**src/rtl/host_rd_pkg.sv**
```systemverilog
// Sizes assume 64-bit lines, a 4 KB page, power-of-two buffer depths and tags equal to ROB slots
`default_nettype none

package host_rd_pkg;

    // ====================================================================
    // Line and address geometry
    // ====================================================================

    // One cache line beat on the AFU and completion data paths
    localparam int DATA_WIDTH = 64;
    localparam int LINE_BYTES = 8;
    localparam int ADDR_WIDTH = 32;

    // Length fields carry lines minus one, so a burst is at most 16 lines
    localparam int LEN_WIDTH = 4;
    localparam int ID_WIDTH = 4;

    // A line count needs one bit more than a length field
    localparam int CHUNK_WIDTH = LEN_WIDTH + 1;

    // Byte offset bits inside a line
    localparam int LINE_OFS_BITS = $clog2(LINE_BYTES);

    // A TLP may not cross a 4 KB page, which is this many lines
    localparam int PAGE_LINES = 512;
    localparam int PAGE_BITS = $clog2(PAGE_LINES);
    localparam int MAX_PAYLOAD_LINES = 4;

    // ====================================================================
    // Reorder buffer and credits
    // ====================================================================

    // The slot index doubles as the TLP tag
    localparam int ROB_SLOTS = 16;
    localparam int SLOT_WIDTH = 4;

    // Burst buffer depth equals the AFU's initial request credit
    localparam int AR_BUF_DEPTH = 2;
    localparam int AR_PTR_WIDTH = $clog2(AR_BUF_DEPTH);

    localparam int TLP_CREDITS_INIT = 2;
    localparam int TLP_CRD_WIDTH = $clog2(TLP_CREDITS_INIT + 1);
    localparam int R_CREDITS_INIT = 4;
    localparam int R_CRD_WIDTH = $clog2(R_CREDITS_INIT + 1);

endpackage

`default_nettype wire

```
**src/rtl/host_rd_burst_splitter.sv**
```systemverilog
// Issues one TLP per cycle at most and expects line-aligned addresses and honest AFU credit use
`timescale 1ns/1ns
`default_nettype none

module host_rd_burst_splitter
(
    input  logic                                       afu_clk,
    input  logic                                       arst_n,

    // AFU burst requests, one per credit
    input  logic                                       ar_valid,
    input  logic [host_rd_pkg::ADDR_WIDTH-1:0]         ar_addr,
    input  logic [host_rd_pkg::LEN_WIDTH-1:0]          ar_len,
    input  logic [host_rd_pkg::ID_WIDTH-1:0]           ar_id,
    output logic                                       ar_credit,

    // Read TLPs toward the host
    output logic                                       tlp_req_valid,
    output logic [host_rd_pkg::ADDR_WIDTH-1:0]         tlp_req_addr,
    output logic [host_rd_pkg::LEN_WIDTH-1:0]          tlp_req_len,
    output logic [host_rd_pkg::SLOT_WIDTH-1:0]         tlp_req_tag,
    input  logic                                       tlp_credit,

    // Slot allocation in the ROB
    output logic                                       alloc_valid,
    output logic [host_rd_pkg::CHUNK_WIDTH-1:0]        alloc_lines,
    output logic [host_rd_pkg::ID_WIDTH-1:0]           alloc_id,
    output logic                                       alloc_last,
    input  logic [host_rd_pkg::SLOT_WIDTH-1:0]         alloc_tag,
    input  logic [host_rd_pkg::SLOT_WIDTH:0]           free_slots
);

    // Burst buffer storage, indexed by the read and write pointers
    logic [host_rd_pkg::ADDR_WIDTH-1:0]   buf_addr [host_rd_pkg::AR_BUF_DEPTH];
    logic [host_rd_pkg::LEN_WIDTH-1:0]    buf_len [host_rd_pkg::AR_BUF_DEPTH];
    logic [host_rd_pkg::ID_WIDTH-1:0]     buf_id [host_rd_pkg::AR_BUF_DEPTH];
    logic [host_rd_pkg::AR_PTR_WIDTH-1:0] wr_ptr;
    logic [host_rd_pkg::AR_PTR_WIDTH-1:0] rd_ptr;
    logic [host_rd_pkg::AR_PTR_WIDTH:0]   buf_count;

    // State of the burst at the buffer head while it is being cut up
    logic                                 active;
    logic [host_rd_pkg::ADDR_WIDTH-1:0]   cur_addr;
    logic [host_rd_pkg::CHUNK_WIDTH-1:0]  remaining;
    logic [host_rd_pkg::TLP_CRD_WIDTH-1:0] tlp_credits;

    logic [host_rd_pkg::PAGE_BITS:0]      page_left;
    logic [host_rd_pkg::PAGE_BITS:0]      chunk_wide;
    logic [host_rd_pkg::CHUNK_WIDTH-1:0]  chunk;
    logic                                 last_chunk;
    logic                                 issue;
    logic                                 burst_done;
    logic                                 load;

    // ====================================================================
    // Chunk sizing
    // ====================================================================

    // Chunk is the least of the remaining lines, the payload limit and the page room
    always_comb
    begin
        page_left = (host_rd_pkg::PAGE_BITS + 1)'(host_rd_pkg::PAGE_LINES)
                    - {1'b0, cur_addr[host_rd_pkg::LINE_OFS_BITS +: host_rd_pkg::PAGE_BITS]};
        chunk_wide = (host_rd_pkg::PAGE_BITS + 1)'(host_rd_pkg::MAX_PAYLOAD_LINES);
        if ((host_rd_pkg::PAGE_BITS + 1)'(remaining) < chunk_wide)
        begin
            chunk_wide = (host_rd_pkg::PAGE_BITS + 1)'(remaining);
        end
        if (page_left < chunk_wide)
        begin
            chunk_wide = page_left;
        end
        chunk = chunk_wide[host_rd_pkg::CHUNK_WIDTH-1:0];
    end

    assign last_chunk = (chunk == remaining);

    // A TLP goes out only with a credit in hand and room reserved for every line
    assign issue = active && (tlp_credits != '0) && (free_slots >= chunk);
    assign burst_done = issue && last_chunk;
    assign load = !active && (buf_count != '0);

    // The tag is the ROB tail, which advances in the same cycle
    assign tlp_req_valid = issue;
    assign tlp_req_addr = cur_addr;
    assign tlp_req_len = host_rd_pkg::LEN_WIDTH'(chunk - 1'b1);
    assign tlp_req_tag = alloc_tag;

    assign alloc_valid = issue;
    assign alloc_lines = chunk;
    assign alloc_id = buf_id[rd_ptr];
    assign alloc_last = last_chunk;

    // ====================================================================
    // Control state
    // ====================================================================

    always_ff @(posedge afu_clk or negedge arst_n)
    begin
        if (!arst_n)
        begin
            wr_ptr <= '0;
            rd_ptr <= '0;
            buf_count <= '0;
            active <= 1'b0;
            remaining <= '0;
            ar_credit <= 1'b0;
            tlp_credits <= host_rd_pkg::TLP_CRD_WIDTH'(host_rd_pkg::TLP_CREDITS_INIT);
        end
        else
        begin
            if (ar_valid)
            begin
                wr_ptr <= wr_ptr + 1'b1;
            end
            buf_count <= buf_count + (host_rd_pkg::AR_PTR_WIDTH + 1)'(ar_valid)
                         - (host_rd_pkg::AR_PTR_WIDTH + 1)'(burst_done);

            // Length field holds lines minus one
            if (load)
            begin
                active <= 1'b1;
                remaining <= {1'b0, buf_len[rd_ptr]} + 1'b1;
            end
            else if (issue)
            begin
                remaining <= remaining - chunk;
            end

            // The buffer entry is freed and its credit returned once the last chunk is out
            if (burst_done)
            begin
                active <= 1'b0;
                rd_ptr <= rd_ptr + 1'b1;
            end
            ar_credit <= burst_done;

            tlp_credits <= tlp_credits - host_rd_pkg::TLP_CRD_WIDTH'(issue)
                           + host_rd_pkg::TLP_CRD_WIDTH'(tlp_credit);
        end
    end

    // Buffer contents and the running address carry no reset
    always_ff @(posedge afu_clk)
    begin
        if (ar_valid)
        begin
            buf_addr[wr_ptr] <= ar_addr;
            buf_len[wr_ptr] <= ar_len;
            buf_id[wr_ptr] <= ar_id;
        end
        if (load)
        begin
            cur_addr <= buf_addr[rd_ptr];
        end
        else if (issue)
        begin
            cur_addr <= cur_addr + (host_rd_pkg::ADDR_WIDTH'(chunk) << host_rd_pkg::LINE_OFS_BITS);
        end
    end

endmodule

`default_nettype wire

```
**src/rtl/host_rd_rob.sv**
```systemverilog
// Assumes each completion tag targets an allocated empty slot and allocations never exceed free space
`timescale 1ns/1ns
`default_nettype none

module host_rd_rob
(
    input  logic                                  afu_clk,
    input  logic                                  arst_n,

    // Allocation from the splitter
    input  logic                                  alloc_valid,
    input  logic [host_rd_pkg::CHUNK_WIDTH-1:0]   alloc_lines,
    input  logic [host_rd_pkg::ID_WIDTH-1:0]      alloc_id,
    input  logic                                  alloc_last,
    output logic [host_rd_pkg::SLOT_WIDTH-1:0]    alloc_tag,
    output logic [host_rd_pkg::SLOT_WIDTH:0]      free_slots,

    // Host completions, one line per cycle
    input  logic                                  cpl_valid,
    input  logic [host_rd_pkg::SLOT_WIDTH-1:0]    cpl_tag,
    input  logic [host_rd_pkg::DATA_WIDTH-1:0]    cpl_data,

    // In-order head toward the response sender
    output logic                                  head_valid,
    output logic [host_rd_pkg::DATA_WIDTH-1:0]    head_data,
    output logic [host_rd_pkg::ID_WIDTH-1:0]      head_id,
    output logic                                  head_last,
    input  logic                                  head_pop
);

    // Slot payload
    logic [host_rd_pkg::DATA_WIDTH-1:0]  slot_data [host_rd_pkg::ROB_SLOTS];
    logic [host_rd_pkg::ID_WIDTH-1:0]    slot_id [host_rd_pkg::ROB_SLOTS];
    logic [host_rd_pkg::ROB_SLOTS-1:0]   slot_last;

    // A slot is filled from its completion until the sender pops it
    logic [host_rd_pkg::ROB_SLOTS-1:0]   slot_filled;

    logic [host_rd_pkg::SLOT_WIDTH-1:0]  head;
    logic [host_rd_pkg::SLOT_WIDTH-1:0]  tail;
    logic [host_rd_pkg::SLOT_WIDTH:0]    used;

    // Distance of each slot from the tail, and whether this allocation covers it
    logic [host_rd_pkg::SLOT_WIDTH-1:0]  alloc_ofs [host_rd_pkg::ROB_SLOTS];
    logic [host_rd_pkg::ROB_SLOTS-1:0]   alloc_hit;

    // ====================================================================
    // Allocation window
    // ====================================================================

    // Offsets wrap modulo the slot count like the tags do
    always_comb
    begin
        for (int i = 0; i < host_rd_pkg::ROB_SLOTS; i++)
        begin
            alloc_ofs[i] = host_rd_pkg::SLOT_WIDTH'(i) - tail;
            alloc_hit[i] = alloc_valid && ({1'b0, alloc_ofs[i]} < alloc_lines);
        end
    end

    assign alloc_tag = tail;
    assign free_slots = (host_rd_pkg::SLOT_WIDTH + 1)'(host_rd_pkg::ROB_SLOTS) - used;

    // The head is ready as soon as its own line has landed
    assign head_valid = slot_filled[head];
    assign head_data = slot_data[head];
    assign head_id = slot_id[head];
    assign head_last = slot_last[head];

    // ====================================================================
    // Pointers and fill state
    // ====================================================================

    always_ff @(posedge afu_clk or negedge arst_n)
    begin
        if (!arst_n)
        begin
            head <= '0;
            tail <= '0;
            used <= '0;
            slot_filled <= '0;
        end
        else
        begin
            if (alloc_valid)
            begin
                tail <= tail + alloc_lines[host_rd_pkg::SLOT_WIDTH-1:0];
            end
            used <= used + (alloc_valid ? alloc_lines : '0)
                    - (host_rd_pkg::SLOT_WIDTH + 1)'(head_pop);

            // A completion never lands on the slot being popped, so order is free
            if (cpl_valid)
            begin
                slot_filled[cpl_tag] <= 1'b1;
            end
            if (head_pop)
            begin
                slot_filled[head] <= 1'b0;
                head <= head + 1'b1;
            end
        end
    end

    // Payload is rewritten on every allocation and completion
    always_ff @(posedge afu_clk)
    begin
        if (cpl_valid)
        begin
            slot_data[cpl_tag] <= cpl_data;
        end
        for (int i = 0; i < host_rd_pkg::ROB_SLOTS; i++)
        begin
            if (alloc_hit[i])
            begin
                slot_id[i] <= alloc_id;
                // Only the final line of the final chunk closes the burst
                slot_last[i] <= alloc_last && ({1'b0, alloc_ofs[i]} == alloc_lines - 1'b1);
            end
        end
    end

endmodule

`default_nettype wire

```
**src/rtl/host_rd_rsp_sender.sv**
```systemverilog
// Expects the AFU to return no more r_credit pulses than responses it has received
`timescale 1ns/1ns
`default_nettype none

module host_rd_rsp_sender
(
    input  logic                                  afu_clk,
    input  logic                                  arst_n,

    // Head of the reorder buffer
    input  logic                                  head_valid,
    input  logic [host_rd_pkg::DATA_WIDTH-1:0]    head_data,
    input  logic [host_rd_pkg::ID_WIDTH-1:0]      head_id,
    input  logic                                  head_last,
    output logic                                  head_pop,

    // Response channel to the AFU
    output logic                                  r_valid,
    output logic [host_rd_pkg::DATA_WIDTH-1:0]    r_data,
    output logic [host_rd_pkg::ID_WIDTH-1:0]      r_id,
    output logic                                  r_last,
    input  logic                                  r_credit
);

    // Responses the AFU can still accept
    logic [host_rd_pkg::R_CRD_WIDTH-1:0] r_credits;

    // ====================================================================
    // Pop decision
    // ====================================================================

    // A line leaves the ROB only when the AFU has room for it
    assign head_pop = head_valid && (r_credits != '0);

    always_ff @(posedge afu_clk or negedge arst_n)
    begin
        if (!arst_n)
        begin
            r_valid <= 1'b0;
            r_credits <= host_rd_pkg::R_CRD_WIDTH'(host_rd_pkg::R_CREDITS_INIT);
        end
        else
        begin
            r_valid <= head_pop;
            // A credit returning in the pop cycle is counted at once
            r_credits <= r_credits - host_rd_pkg::R_CRD_WIDTH'(head_pop)
                         + host_rd_pkg::R_CRD_WIDTH'(r_credit);
        end
    end

    // Output register loads with the pop and is qualified by r_valid
    always_ff @(posedge afu_clk)
    begin
        if (head_pop)
        begin
            r_data <= head_data;
            r_id <= head_id;
            r_last <= head_last;
        end
    end

endmodule

`default_nettype wire

```
**src/rtl/host_rd_top.sv**
```systemverilog
// Single clock domain on afu_clk with credit flow control and completions that are never held off
`timescale 1ns/1ns
`default_nettype none

module host_rd_top
(
    input  logic                                  afu_clk,
    input  logic                                  arst_n,

    // AFU request channel
    input  logic                                  ar_valid,
    input  logic [host_rd_pkg::ADDR_WIDTH-1:0]    ar_addr,
    input  logic [host_rd_pkg::LEN_WIDTH-1:0]     ar_len,
    input  logic [host_rd_pkg::ID_WIDTH-1:0]      ar_id,
    output logic                                  ar_credit,

    // TLP request channel
    output logic                                  tlp_req_valid,
    output logic [host_rd_pkg::ADDR_WIDTH-1:0]    tlp_req_addr,
    output logic [host_rd_pkg::LEN_WIDTH-1:0]     tlp_req_len,
    output logic [host_rd_pkg::SLOT_WIDTH-1:0]    tlp_req_tag,
    input  logic                                  tlp_credit,

    // Completion channel
    input  logic                                  cpl_valid,
    input  logic [host_rd_pkg::SLOT_WIDTH-1:0]    cpl_tag,
    input  logic [host_rd_pkg::DATA_WIDTH-1:0]    cpl_data,

    // Response channel
    output logic                                  r_valid,
    output logic [host_rd_pkg::DATA_WIDTH-1:0]    r_data,
    output logic [host_rd_pkg::ID_WIDTH-1:0]      r_id,
    output logic                                  r_last,
    input  logic                                  r_credit
);

    // ====================================================================
    // Splitter to ROB and ROB to sender
    // ====================================================================

    logic                                 alloc_valid;
    logic [host_rd_pkg::CHUNK_WIDTH-1:0]  alloc_lines;
    logic [host_rd_pkg::ID_WIDTH-1:0]     alloc_id;
    logic                                 alloc_last;
    logic [host_rd_pkg::SLOT_WIDTH-1:0]   alloc_tag;
    logic [host_rd_pkg::SLOT_WIDTH:0]     free_slots;

    logic                                 head_valid;
    logic [host_rd_pkg::DATA_WIDTH-1:0]   head_data;
    logic [host_rd_pkg::ID_WIDTH-1:0]     head_id;
    logic                                 head_last;
    logic                                 head_pop;

    // Cuts bursts into TLPs and reserves their slots
    host_rd_burst_splitter splitter
    (
        .afu_clk, .arst_n,
        .ar_valid, .ar_addr, .ar_len, .ar_id, .ar_credit,
        .tlp_req_valid, .tlp_req_addr, .tlp_req_len, .tlp_req_tag, .tlp_credit,
        .alloc_valid, .alloc_lines, .alloc_id, .alloc_last, .alloc_tag, .free_slots
    );

    // Sorts completions back into request order
    host_rd_rob rob
    (
        .afu_clk, .arst_n,
        .alloc_valid, .alloc_lines, .alloc_id, .alloc_last, .alloc_tag, .free_slots,
        .cpl_valid, .cpl_tag, .cpl_data,
        .head_valid, .head_data, .head_id, .head_last, .head_pop
    );

    host_rd_rsp_sender sender
    (
        .afu_clk, .arst_n,
        .head_valid, .head_data, .head_id, .head_last, .head_pop,
        .r_valid, .r_data, .r_id, .r_last, .r_credit
    );

endmodule

`default_nettype wire

```
**config.mk**
```make
export PLATFORM = sky130hd
export DESIGN_NAME = host_rd_top
export DESIGN_NICKNAME = d
export VERILOG_FILES = /design/src/rtl/host_rd_pkg.sv /design/src/rtl/host_rd_burst_splitter.sv /design/src/rtl/host_rd_rob.sv /design/src/rtl/host_rd_rsp_sender.sv /design/src/rtl/host_rd_top.sv
export SDC_FILE = /design/constraint.sdc
export NUM_CORES = 1
export LEC_CHECK = 0
export ABC_AREA = 1
export BUFFER_PORTS_ARGS = -buffer_cell sky130_fd_sc_hd__buf_2
export CORE_ASPECT_RATIO = 1.25
export CORE_MARGIN = 2
export CORE_UTILIZATION = 55
export DETAILED_ROUTE_END_ITERATION = 10
export PLACE_DENSITY = 0.72
export SYNTH_ARGS = -nofsm -noshare
export SYNTH_HDL_FRONTEND = slang
export SYNTH_HIERARCHICAL = 1
export SYNTH_SLANG_ARGS = --single-unit
```
**constraint.sdc**
```tcl
create_clock -name afu_clk -period 9.3 [get_ports afu_clk]
set_input_delay 1.395 -clock afu_clk [delete_from_list [all_inputs] [get_ports afu_clk]]
set_output_delay 1.395 -clock afu_clk [all_outputs]
set_load 0.02 [all_outputs]
```
# Word-level counts from Yosys, hierarchy flattened
# Memories as Yosys holds them, arrays and structs flattened. A register that Yosys moved wholly into a read port is not among the register bits.
# Cells that the tools add are included.
totals:
  ff_bits: 95
  ramBits: 1168
  in_bits: 114
  out_inout_bits: 112
  elab_cells: 261
  mem_count: 5
mem_list:
  columns: ["memory", "words", "word_bits", "rd", "rd_ports_with_merged_regs", "write_ports", "line_no", "source"]
  rows:
  - ["rob.slot_data", 16, 64, 1, 1, 1, "host_rd_rob.sv:32", "logic [host_rd_pkg::DATA_WIDTH-1:0] slot_data [host_rd_pkg::ROB_SLOTS];"]
  - ["rob.slot_id", 16, 4, 1, 1, 4, "host_rd_rob.sv:33", "logic [host_rd_pkg::ID_WIDTH-1:0] slot_id [host_rd_pkg::ROB_SLOTS];"]
  - ["splitter.buf_addr", 2, 32, 1, 0, 1, "host_rd_burst_splitter.sv:34", "logic [host_rd_pkg::ADDR_WIDTH-1:0] buf_addr [host_rd_pkg::AR_BUF_DEPTH];"]
  - ["splitter.buf_id", 2, 4, 1, 0, 1, "host_rd_burst_splitter.sv:36", "logic [host_rd_pkg::ID_WIDTH-1:0] buf_id [host_rd_pkg::AR_BUF_DEPTH];"]
  - ["splitter.buf_len", 2, 4, 1, 0, 1, "host_rd_burst_splitter.sv:35", "logic [host_rd_pkg::LEN_WIDTH-1:0] buf_len [host_rd_pkg::AR_BUF_DEPTH];"]
op_classes:
  n_addsub: 34
  magnitude_cmp: 23
  n_eq_ne: 17
  muxes: 91
  n_bitwise: 3
  reduce_logical: 57
op_table:
  columns: ["operator", "n"]
  rows:
  - ["$mux 4", 24]
  - ["$eq 4x5->1", 16]
  - ["$lt 4x5->1", 16]
  - ["$mux 32", 2]
  - ["$mux 1", 54]
  - ["$reduce_or 4->1", 12]
  - ["$logic_and 1x1->1", 39]
  - ["$add 32x8->32", 1]
  - ["$mux 16", 2]
  - ["$sub 4x4->4 const A", 8]
  - ["$mux 5", 5]
  - ["$and 16x16->16", 1]
  - ["$not 16->16", 1]
  - ["$or 16x16->16", 1]
  - ["$sub 3x4->4 const A", 4]
  - ["$lt 10x5->1", 1]
  - ["$lt 4x5->1 const B", 2]
  - ["$sub 10x9->10 const A", 1]
  - ["$bmux 1 s4", 2]
  - ["$demux 1 s4", 2]
  - ["$ge 4x1->1 const B", 2]
  - ["$reduce_bool 2->1", 4]
  - ["$sub 1x4->4 const A", 2]
  - ["$sub 2x4->4 const A", 2]
  - ["other kinds (18)", 21]

# Depth between registers and ports, before layout
# Gate-level depths: netlist (run 1).
logic_depth:
  depth_word: 13
  depth_mapped: 37
  mapped_depth_nobuf: 36

# Modules after synthesis
# Netlist (run 1), hierarchy kept.
modules_own_cells:
  columns: ["mod", "instances", "cells_each", "area_per_inst_um2", "seq_area_each_um2"]
  rows:
  - ["host_rd_rob", 1, 5529, 52076.2, 33877.5]
  - ["host_rd_burst_splitter", 1, 708, 6682.7, 3689.8]
  - ["host_rd_rsp_sender", 1, 90, 2278.4, 2173.3]

# Worst setup path before layout (run 1)
# OpenSTA, ideal clock, no wires.
synth_timing:
  path_kind: "reg-to-reg"
  startpoint: "register rob/head[0] (netlist name)"
  endpoint: "register rob/used[4] (netlist name)"
  setup_ns: 0.116
  arrival_ns: 6.392
  t_required_ns: 9.184
  setup_slack_ns: 2.792
  path_stages_with_launch: 22
  path_buffers: 4
  period_less_slack_ns: 6.508
  path_cell_list: "dfrtp_1 > buf_2 > buf_4 > buf_6 > buf_2 > nand2_1 > nand3_1 > nand2_1 > nand2_1 > nand2_1 > inv_1 > nand2_1 > a21boi_1 > ha_1 > inv_1 > ha_1 > inv_1 > fa_1 > o21ai_0 > a21oi_1 > nand2_1 > nand2_1"
synth_via:
  elab_chain_len: 4
synth_rtl:
  columns: ["item", "line_no", "source"]
  rows:
  - ["from (decl)", "host_rd_rob.sv:39", "logic [host_rd_pkg::SLOT_WIDTH-1:0] head;"]
  - ["from (signal assigned)", "host_rd_rob.sv:100", "head <= head + 1'b1;"]
  - ["$bmux 1 s4", "host_rd_rob.sv:65", "assign head_valid = slot_filled[head];"]
  - ["$mux 1 (not written as such)", "host_rd_rob.sv:65", null]
  - ["via head_valid", "host_rd_top.sv:48", "logic head_valid;"]
  - ["$logic_and 1x1->1", "host_rd_rsp_sender.sv:33", "assign head_pop = head_valid && (r_credits != '0);"]
  - ["via head_pop", "host_rd_top.sv:52", "logic head_pop;"]
  - ["$sub 5x1->5", "host_rd_rob.sv:90", "- (host_rd_pkg::SLOT_WIDTH + 1)'(head_pop);"]
  - ["to (signal assigned)", "host_rd_rob.sv:89", "used <= used + (alloc_valid ? alloc_lines : '0)"]
  - ["to (decl)", "host_rd_rob.sv:41", "logic [host_rd_pkg::SLOT_WIDTH:0] used;"]
# The timed path passes the listed nets, and every way through them passes these cells. The select of a mux whose other input is x is not followed.
# A chain may end at the register's enable or synchronous reset.

# Final worst setup path (run 1)
layout_timing:
  startpoint: "register splitter.cur_addr, in the netlist splitter/tlp_req_addr[3]"
  endpoint: "output tlp_req_valid"
layout_via:
  elab_chain_len: 5
layout_rtl:
  columns: ["item", "line_no", "source"]
  rows:
  - ["from (decl)", "host_rd_burst_splitter.sv:43", "logic [host_rd_pkg::ADDR_WIDTH-1:0] cur_addr;"]
  - ["from (signal assigned)", "host_rd_burst_splitter.sv:154", "cur_addr <= buf_addr[rd_ptr];"]
  - ["from (signal assigned)", "host_rd_burst_splitter.sv:158", "cur_addr <= cur_addr + (host_rd_pkg::ADDR_WIDTH'(chunk) << host_rd_pkg::LINE_OFS_BITS);"]
  - ["$sub 10x9->10 (*)", "host_rd_burst_splitter.sv:63", "- {1'b0, cur_addr[host_rd_pkg::LINE_OFS_BITS +: host_rd_pkg::PAGE_BITS]};"]
  - ["$lt 10x5->1", "host_rd_burst_splitter.sv:69", "if (page_left < chunk_wide)"]
  - ["$mux 5 (*)", "host_rd_burst_splitter.sv:69", null]
  - ["via alloc_lines, one bit", "host_rd_top.sv:42", "logic [host_rd_pkg::CHUNK_WIDTH-1:0] alloc_lines;"]
  - ["$ge 5x5->1 (*)", "host_rd_burst_splitter.sv:79", "assign issue = active && (tlp_credits != '0) && (free_slots >= chunk);"]
  - ["$logic_and 1x1->1 (*)", "host_rd_burst_splitter.sv:79", null]
  - ["to (decl)", "host_rd_top.sv:18", "output logic tlp_req_valid,"]
# The timed path passes the listed nets; every way through them passes the cells marked *.

==> results of run 1 <==
## cells by family after synthesis
family          after synthesis
compound gates              106
xor+xnor                     51
fa+ha+maj                    79
buf+inv                    1680
flops                      1331
mux                           3
other cells                   1
simple gates               3076
## metrics by stage
step	setup slack [ns]	std cells	cell area, um2	util [%]
finish	2.73	8039	67500	61.3
global route	2.20	8038	67500	61.3
CTS	2.65	8032	67500	61.3
detailed placement	3.48	7795	63400	57.5
global placement	3.62	7795	63400	57.5
floorplan	2.79	6328	61000	-
## placed cells by master (no fill, tap or decap), types with 4 or more instances in the layout
| master | n |
|---|---|
| bufinv_16 | 7 |
| dfrtp_1 | 42 |
| buf_4 | 36 |
| nand2_1 | 2285 |
| clkbuf_1 | 28 |
| o21bai_1 | 5 |
| o21ai_1 | 10 |
| clkinv_1 | 27 |
| nand4_1 | 13 |
| a21oi_1 | 43 |
| fa_1 | 4 |
| nand3_2 | 8 |
| inv_2 | 4 |
| diode_2 | 7 |
| clkinvlp_4 | 8 |
| nand2_4 | 12 |
| nor2_2 | 4 |
| clkbuf_16 | 136 |
| nand2_2 | 17 |
| clkinv_8 | 5 |
| nand3_1 | 603 |
| xor2_1 | 28 |
| buf_2 | 225 |
| clkinv_2 | 14 |
| nor2_1 | 83 |
| o21ai_0 | 33 |
| nor3_1 | 19 |
| edfxtp_1 | 1285 |
| xnor2_1 | 22 |
| inv_1 | 1424 |
| inv_6 | 9 |
| ha_1 | 75 |
| buf_12 | 6 |
| nor2_4 | 22 |
## worst max-delay path, delay by kind of cell, from the launching register on
kind | cells | cell delay (ns)
AOI/OAI and AO/OA | 5 | 1.26
xor gates and xnor gates | 1 | 0.14
adders and majority gates | 3 | 0.72
buffers and inverters | 6 | 0.88
DFF | 1 | 0.51
and+or+nand+nor | 8 | 0.90
## routing by layer
layer	wire (um)	part of all wire [%]	vias up	track usage (%)
met1	55400	39	19500	30.1
met4	5200	3.7	8	11.1
met3	8410	5.9	318	3.52
met2	72600	51	1386	44.2
li1	-	-	19900	-
met5	54	0.038	-	0
## report_power, final
| part | internal, mW | total [mW] | leakage, nW | switching, mW |
|---|---|---|---|---|
| Sequential | 7.71 | 8.17 | 12.3 | 0.457 |
| Combinational | 2.25 | 7.82 | 17.0 | 5.57 |
| Clock | 2.91 | 5.14 | 2.00 | 2.23 |
## state kept, by name, summed over array words and instances (netlist names)
signal / flops
splitter/buf_id: 8
splitter/wr_ptr: 1
splitter/buf_addr: 64
sender/r_data: 64
sender/r_credits: 3
splitter/tlp_req_addr: 32
sender/r_id: 4
splitter/remaining: 5
splitter/buf_len: 8
rob/slot_last: 16
splitter/ar_credit: 1
rob/used: 5
rob/slot_data: 1024
splitter/active: 1
rob/slot_filled: 16
splitter/buf_count: 2
rob/alloc_tag: 4
rob/slot_id: 64
splitter/rd_ptr: 1
sender/r_valid: 1
rob/head: 4
sender/r_last: 1
splitter/tlp_credits: 2
## final cells by class
type	count	area (um2)	share of cell area, %
Sequential cell	1331	39700	58.9
Inverter	1431	5390	7.98
Multi-Input combinational cell	3317	14900	22.1
Antenna cell	7	17.5	0.0259
Timing Repair Buffer	267	1520	2.25
Tap cell	1449	1810	2.68
Clock buffer	167	3550	5.26
Clock inverter	70	602	0.891
## how the worst min path moves through the flow
stage	end	slack, ns	cells after the start
2_1_floorplan	sender/r_credits[2]$_DFF_PN1_	0.44	2
3_3_place_gp	sender/r_credits[2]$_DFF_PN1_	0.45	2
3_5_place_dp	sender/r_credits[2]$_DFF_PN1_	0.48	2
4_1_cts	sender/r_credits[2]$_DFF_PN1_	0.48	2
5_1_grt	sender/r_credits[2]$_DFF_PN1_	0.50	2
6_report	sender/r_credits[2]$_DFF_PN1_	0.49	2
==> impl_metrics.csv, run 1 <==
group,metric,value,unit
timing,post-route-period-util,70.7,%
detailed_routing,route.detailed.drc,0,
yosys,synth_area_leader_cell,"edfxtp_1",
floorplan,dieArea,0.114,mm2
cts,cts_setup_buffers,0,
detailed_routing,wirelength,142000,um
yosys,synth_cells,6327,
floorplan,io_pins,226,
worst_hold_path,hold_start,"sender/r_credits[1]$_DFF_PN0_",
yosys,synth-async-reset-ratio,3.46,%
yosys,synth_seq_cells,1331,
worst_setup_path,setup.worst_path.end,"tlp_req_valid",
timing,finalSetupTns,0,ns
yosys,synth-xor-area-share,0.744,%
grt,first_global_vias,39900,
cts,cts_buffer_depth,3,
detailed_routing,final_antenna_net_count,0,
timing,maxSlewViolCount,0,
cts,htreeDepth,4,
timing,relSlewSlack,10.7,%
timing,finalSetupViolCount,0,
yosys,synth_compound_area_share,0.982,%
outcome,status,"finished clean",
floorplan,rows,136,
worst_setup_path,worst_r2r_path_depth,32,
timing,holdWs,0.489,ns
worst_setup_path,endpoint_kind,"primary output",
grt,grt_max_degree,244,
floorplan,die_y,376,um
cts,cts-resized-gates,0,
cts,cts.sinks,1331,
cts,cts_made_buffers,132,
worst_setup_path,cp-start-kind,"flip-flop",
worst_setup_path,arrival,5.18,ns
cts,clockRootBuffer,"clkbuf_16",
detailed_routing,drt_first_iter_violations,3441,
yosys,synth-main-ff-cell,"edfxtp_1",
grt,gr-usage-all-layers,24.9,%
run,max-cap-violations,0,
placed_design,dp_hpwl,76100,um
yosys,yosysTopAreaCellShare,63.2,%
yosys,syn_area,0.0610,mm2
yosys,synthTopCellsByArea,"edfxtp_1 (63%), nand2_1 (14%), inv_1 (8.8%), nand3_1 (4.9%), dfrtp_1 (1.8%)",
worst_setup_path,cp_slowest_cell,"edfxtp_1",
yosys,synth-simple-area-share,20.7,%
cts,clk_pin_slew_worst_paths,0.06,ns
cts,clock_latency,0.76,ns
layout,nNetsFinal,6673,
detailed_routing,dr.pass1.iters,6,
worst_setup_path,worstPathRequired,7.91,ns
floorplan,die_x,302,um
timing,tightest_slew,1.34,ns
yosys,synth_warnings,6,
layout,final_layout_size_suffix_gt1_share,8.13,%
worst_setup_path,crit_start,"splitter/tlp_req_addr[3]$_DFFE_PP_",
timing,min_period,6.57,ns
yosys,yosysMostFrequentCell,"nand2_1",
floorplan,start_util,55.4,%
grt,overflow,0,
floorplan,core,0.110,mm2
yosys,muxShareOfSynthArea,0.0492,%
yosys,synth.cells.most_frequent,"nand2_1 (2285), inv_1 (1425), edfxtp_1 (1285)",
grt,grt_pass1_wl,217000,um
worst_setup_path,critPathKind,"flip-flop to primary output",
worst_setup_path,worst_r2r_endpoint,"rob/used[4]$_DFF_PN0_",
detailed_routing,vias_per_cell,5.12,
grt,antenna_found_initial,18,
worst_setup_path,r2r_setup_slack,3.56,ns
power,ir_worst_vdd,0.346,mV
worst_setup_path,crit_path_max_fanout,13,
placed_design,globalplace.congestion,0.856,
yosys,synth_top_family_by_area,"simple AND/OR/NAND/NOR gates",
cts,cts_tree,"yes",
yosys,synth_edf_count,1285,
power,powerDensity,313,mW/mm2
yosys,seq_area_frac_synth,65.1,%
detailed_routing,wl_per_cell,17.6,um
placed_design,io_buffers,225,
yosys,synthAdderAreaFrac,1.67,%
layout,fillers,8718,
power,p_leak,31.3,nW
worst_setup_path,path_cells,"inv_1 > ha_1 > inv_1 > nor2_1 > nand2_1 > xnor2_1 > inv_1 > ha_1 > nor3_1 > a21boi_4 > nand2_4 > o21ai_0 > inv_1 > ha_1 > o21ai_0 > a21oi_1 > a21oi_1 > nand2_1 > nand2_1 > nand2_1 > nand2_2 > inv_2 > buf_2",
layout,syn_to_final_growth,10.6,%
yosys,synth_cell_type_count,46,
worst_setup_path,reg2reg_from,"splitter/tlp_req_addr[3]$_DFFE_PP_",
yosys,syn_avg_cell_area,9.65,um2
timing,skew,0.0286,ns
cts,postCtsHoldBufs,0,
power,p_total,21.1,mW
detailed_routing,vias,41200,
worst_hold_path,hold_class,"flip-flop to flip-flop",
worst_setup_path,worst_path_largest_cell_delay,0.51,ns
timing,rsz0062_at_grt,"no",
timing,timing.fmax,152,MHz
timing,final_hold_viol_count,0,
Power figures use the tool's default switching activity.
==> inputs of run 2 (changes only) <==
Settings changed: ABC_AREA 1 to 0, PLACE_DENSITY 0.72 to 0.75.
Clock period 9.3 ns to 5.7 ns, I/O delays scaled along.
==> impl_metrics.csv, run 2 <==
group,metric,value,unit
worst_setup_path,critPathKind,"flip-flop to primary output",
power,p_leak,20.0,nW
cts,clock_latency,0.72,ns
grt,first_global_vias,27500,
yosys,synth_seq_cells,1331,
worst_setup_path,worstPathRequired,4.85,ns
cts,clk_pin_slew_worst_paths,0.06,ns
floorplan,start_util,55.3,%
yosys,syn_area,0.0529,mm2
layout,largest_reg_flops,1024,
worst_setup_path,cp-start-kind,"flip-flop",
yosys,synth-main-ff-cell,"edfxtp_1",
timing,post-route-period-util,96.7,%
layout,final-seq-area,0.0397,mm2
floorplan,dieArea,0.0987,mm2
cts,cts_made_buffers,117,
timing,relSlewSlack,20.8,%
layout,fillers,6475,
cts,cts_tree,"yes",
cts,cts_buffer_depth,3,
detailed_routing,vias,26600,
detailed_routing,vias_per_cell,6.16,
yosys,yosysTopAreaCellShare,72.9,%
floorplan,rows,127,
yosys,seq_area_frac_synth,75.1,%
timing,maxSlewViolCount,0,
run,max-cap-violations,0,
layout,final_common_cell,"edfxtp_1",
yosys,synth_edf_count,1285,
layout,multi_input_area,0.0125,mm2
worst_setup_path,arrival,4.66,ns
placed_design,io_buffers,225,
cts,clockRootBuffer,"clkbuf_16",
timing,min_period,5.51,ns
yosys,synthTopCellsByArea,"edfxtp_1 (73%), mux4_2 (12%), dfrtp_1 (2.1%), a22oi_1 (2.0%), ha_1 (1.8%)",
grt,gr-usage-all-layers,23.8,%
floorplan,die_y,351,um
yosys,syn_avg_cell_area,20.0,um2
yosys,synth_warnings,6,
worst_setup_path,worst_r2r_path_depth,27,
worst_hold_path,hold_class,"primary input to async pin",
grt,grt_pass1_wl,173000,um
power,ir_worst_vdd,0.567,mV
timing,final_hold_viol_count,0,
detailed_routing,route.detailed.drc,0,
timing,tightest_slew,1.19,ns
timing,setup_ws,0.188,ns
yosys,synth_area_leader_cell,"edfxtp_1",
detailed_routing,wl_per_cell,27.0,um
detailed_routing,drt_first_iter_violations,2819,
worst_setup_path,crit_path_max_fanout,7,
floorplan,die_x,281,um
cts,postCtsHoldBufs,0,
outcome,status,"finished clean",
detailed_routing,wirelength,117000,um
cts,cts.sinks,1331,
detailed_routing,dr.pass1.iters,6,
layout,largest-register,"rob/slot_data",
timing,finalSetupViolCount,0,
grt,grt_max_degree,116,
yosys,synth-async-reset-ratio,3.46,%
detailed_routing,final_antenna_net_count,0,
power,powerDensity,543,mW/mm2
floorplan,core,0.0957,mm2
layout,final_layout_size_suffix_gt1_share,27.6,%
timing,holdWs,0.269,ns
yosys,synth_cell_type_count,79,
timing,skew,0.0602,ns
grt,overflow,0,
worst_setup_path,endpoint_kind,"primary output",
grt,antenna_found_initial,17,
placed_design,globalplace.congestion,0.862,
timing,timing.fmax,181,MHz
layout,syn_to_final_growth,13.4,%
yosys,synth_cells,2642,
yosys,synth.cells.most_frequent,"edfxtp_1 (1285), mux4_2 (280), a22oi_1 (140)",
layout,final_cell_mix,"edfxtp_1 (1285), mux4_2 (280), buf_2 (225)",
yosys,yosysMostFrequentCell,"edfxtp_1",
worst_setup_path,reg2reg_from,"splitter/tlp_req_addr[4]$_DFFE_PP_",
floorplan,io_pins,226,
placed_design,dp_hpwl,62600,um
cts,htreeDepth,3,
layout,nNetsFinal,3122,
worst_setup_path,crit_start,"splitter/tlp_req_addr[4]$_DFFE_PP_",
placed_design,dp_worst_setup_slack,0.0450,ns
-- run 2: what timing repair did --
item                       4_1_cts  5_1_grt
buffers inserted                 6        9
gates cloned                     0        0
setup endpoints to repair        1        3
resized for setup                6        8
pin swaps                        2        4
-- run 2: report_power, final --
group | switching, mW | internal, mW | total, mW
Clock | 3.48 | 4.74 | 8.22
Sequential | 0.782 | 12.6 | 13.4
Combinational | 6.52 | 4.48 | 11.0
-- run 2: routing by layer --
| layer | GRT usage (%) | wire length, um | vias to the layer above | part of all wire (%) |
|---|---|---|---|---|
| met2 | 41.5 | 60800 | 1176 | 52 |
| met5 | 0 | 139 | - | 0.12 |
| met3 | 4.39 | 9020 | 185 | 7.7 |
| met1 | 31.2 | 44300 | 13900 | 38 |
| met4 | 5.91 | 2290 | 22 | 2.0 |
| li1 | - | - | 11300 | - |
-- run 2: cell families after synthesis --
family	synth area share (%)
other	0.00709
adders and majority gates	1.94
AOI/OAI and AO/OA	4.32
xor gates and xnor gates	1.55
buffers and inverters	1.92
muxes	12.3
DFF	75.1
and+or+nand+nor	2.83
-- run 2: worst max-delay path: stages (launching register included) --
cell      delay [ns]
edfxtp_1        0.45
or3_4           0.46
xnor2_4         0.17
inv_2           0.08
ha_1            0.25
a21oi_1         0.15
nand2_1         0.12
a21o_1          0.24
nor2_4          0.13
buf_4           0.16
nand2_1         0.08
o21ai_2         0.10
inv_1           0.10
ha_1            0.29
a21oi_1         0.07
nor2b_2         0.17
a31oi_2         0.16
o221ai_2        0.16
a221oi_4        0.32
buf_6           0.15
buf_2           0.15
-- run 2: metrics by stage --
step | instances | TNS [ns] | power (mW) | util (%) | area, um2
after global placement | 4085 | 0 | 24.0 | 58.3 | 55700
after global routing | 4319 | -0.0353 | 34.1 | 62.7 | 60000
after floorplan | 2643 | -0.160 | 21.2 | - | 53000
after detailed placement | 4085 | 0 | 24.4 | 58.3 | 55700
final | 4320 | 0 | 32.6 | 62.7 | 60000
after CTS | 4309 | 0 | 32.7 | 62.6 | 59900
-- run 2: worst paths after layout --
check	to	slack, ns
hold / removal	rob/head[1]$_DFFE_PN0P_	0.27
setup / recovery	tlp_req_valid	0.19
hold reg to reg	splitter/tlp_credits[1]$_DFF_PN1_	0.51
setup reg to reg	rob/used[4]$_DFF_PN0_	0.31
max in group asynchronous	rob/head[0]$_DFFE_PN0P_	4.92
min in group afu_clk	splitter/buf_addr[1][3]$_DFFE_PP_	0.34
-- run 2: cell type report --
| class | instances | area share (%) |
|---|---|---|
| Clock buffer | 143 | 5.08 |
| Inverter | 95 | 0.596 |
| Timing Repair Buffer | 298 | 2.94 |
| Antenna cell | 2 | 0.00834 |
| Clock inverter | 75 | 1.68 |
| Multi-Input combinational cell | 1086 | 20.8 |
| Tap cell | 1290 | 2.69 |
| Sequential cell | 1331 | 66.3 |
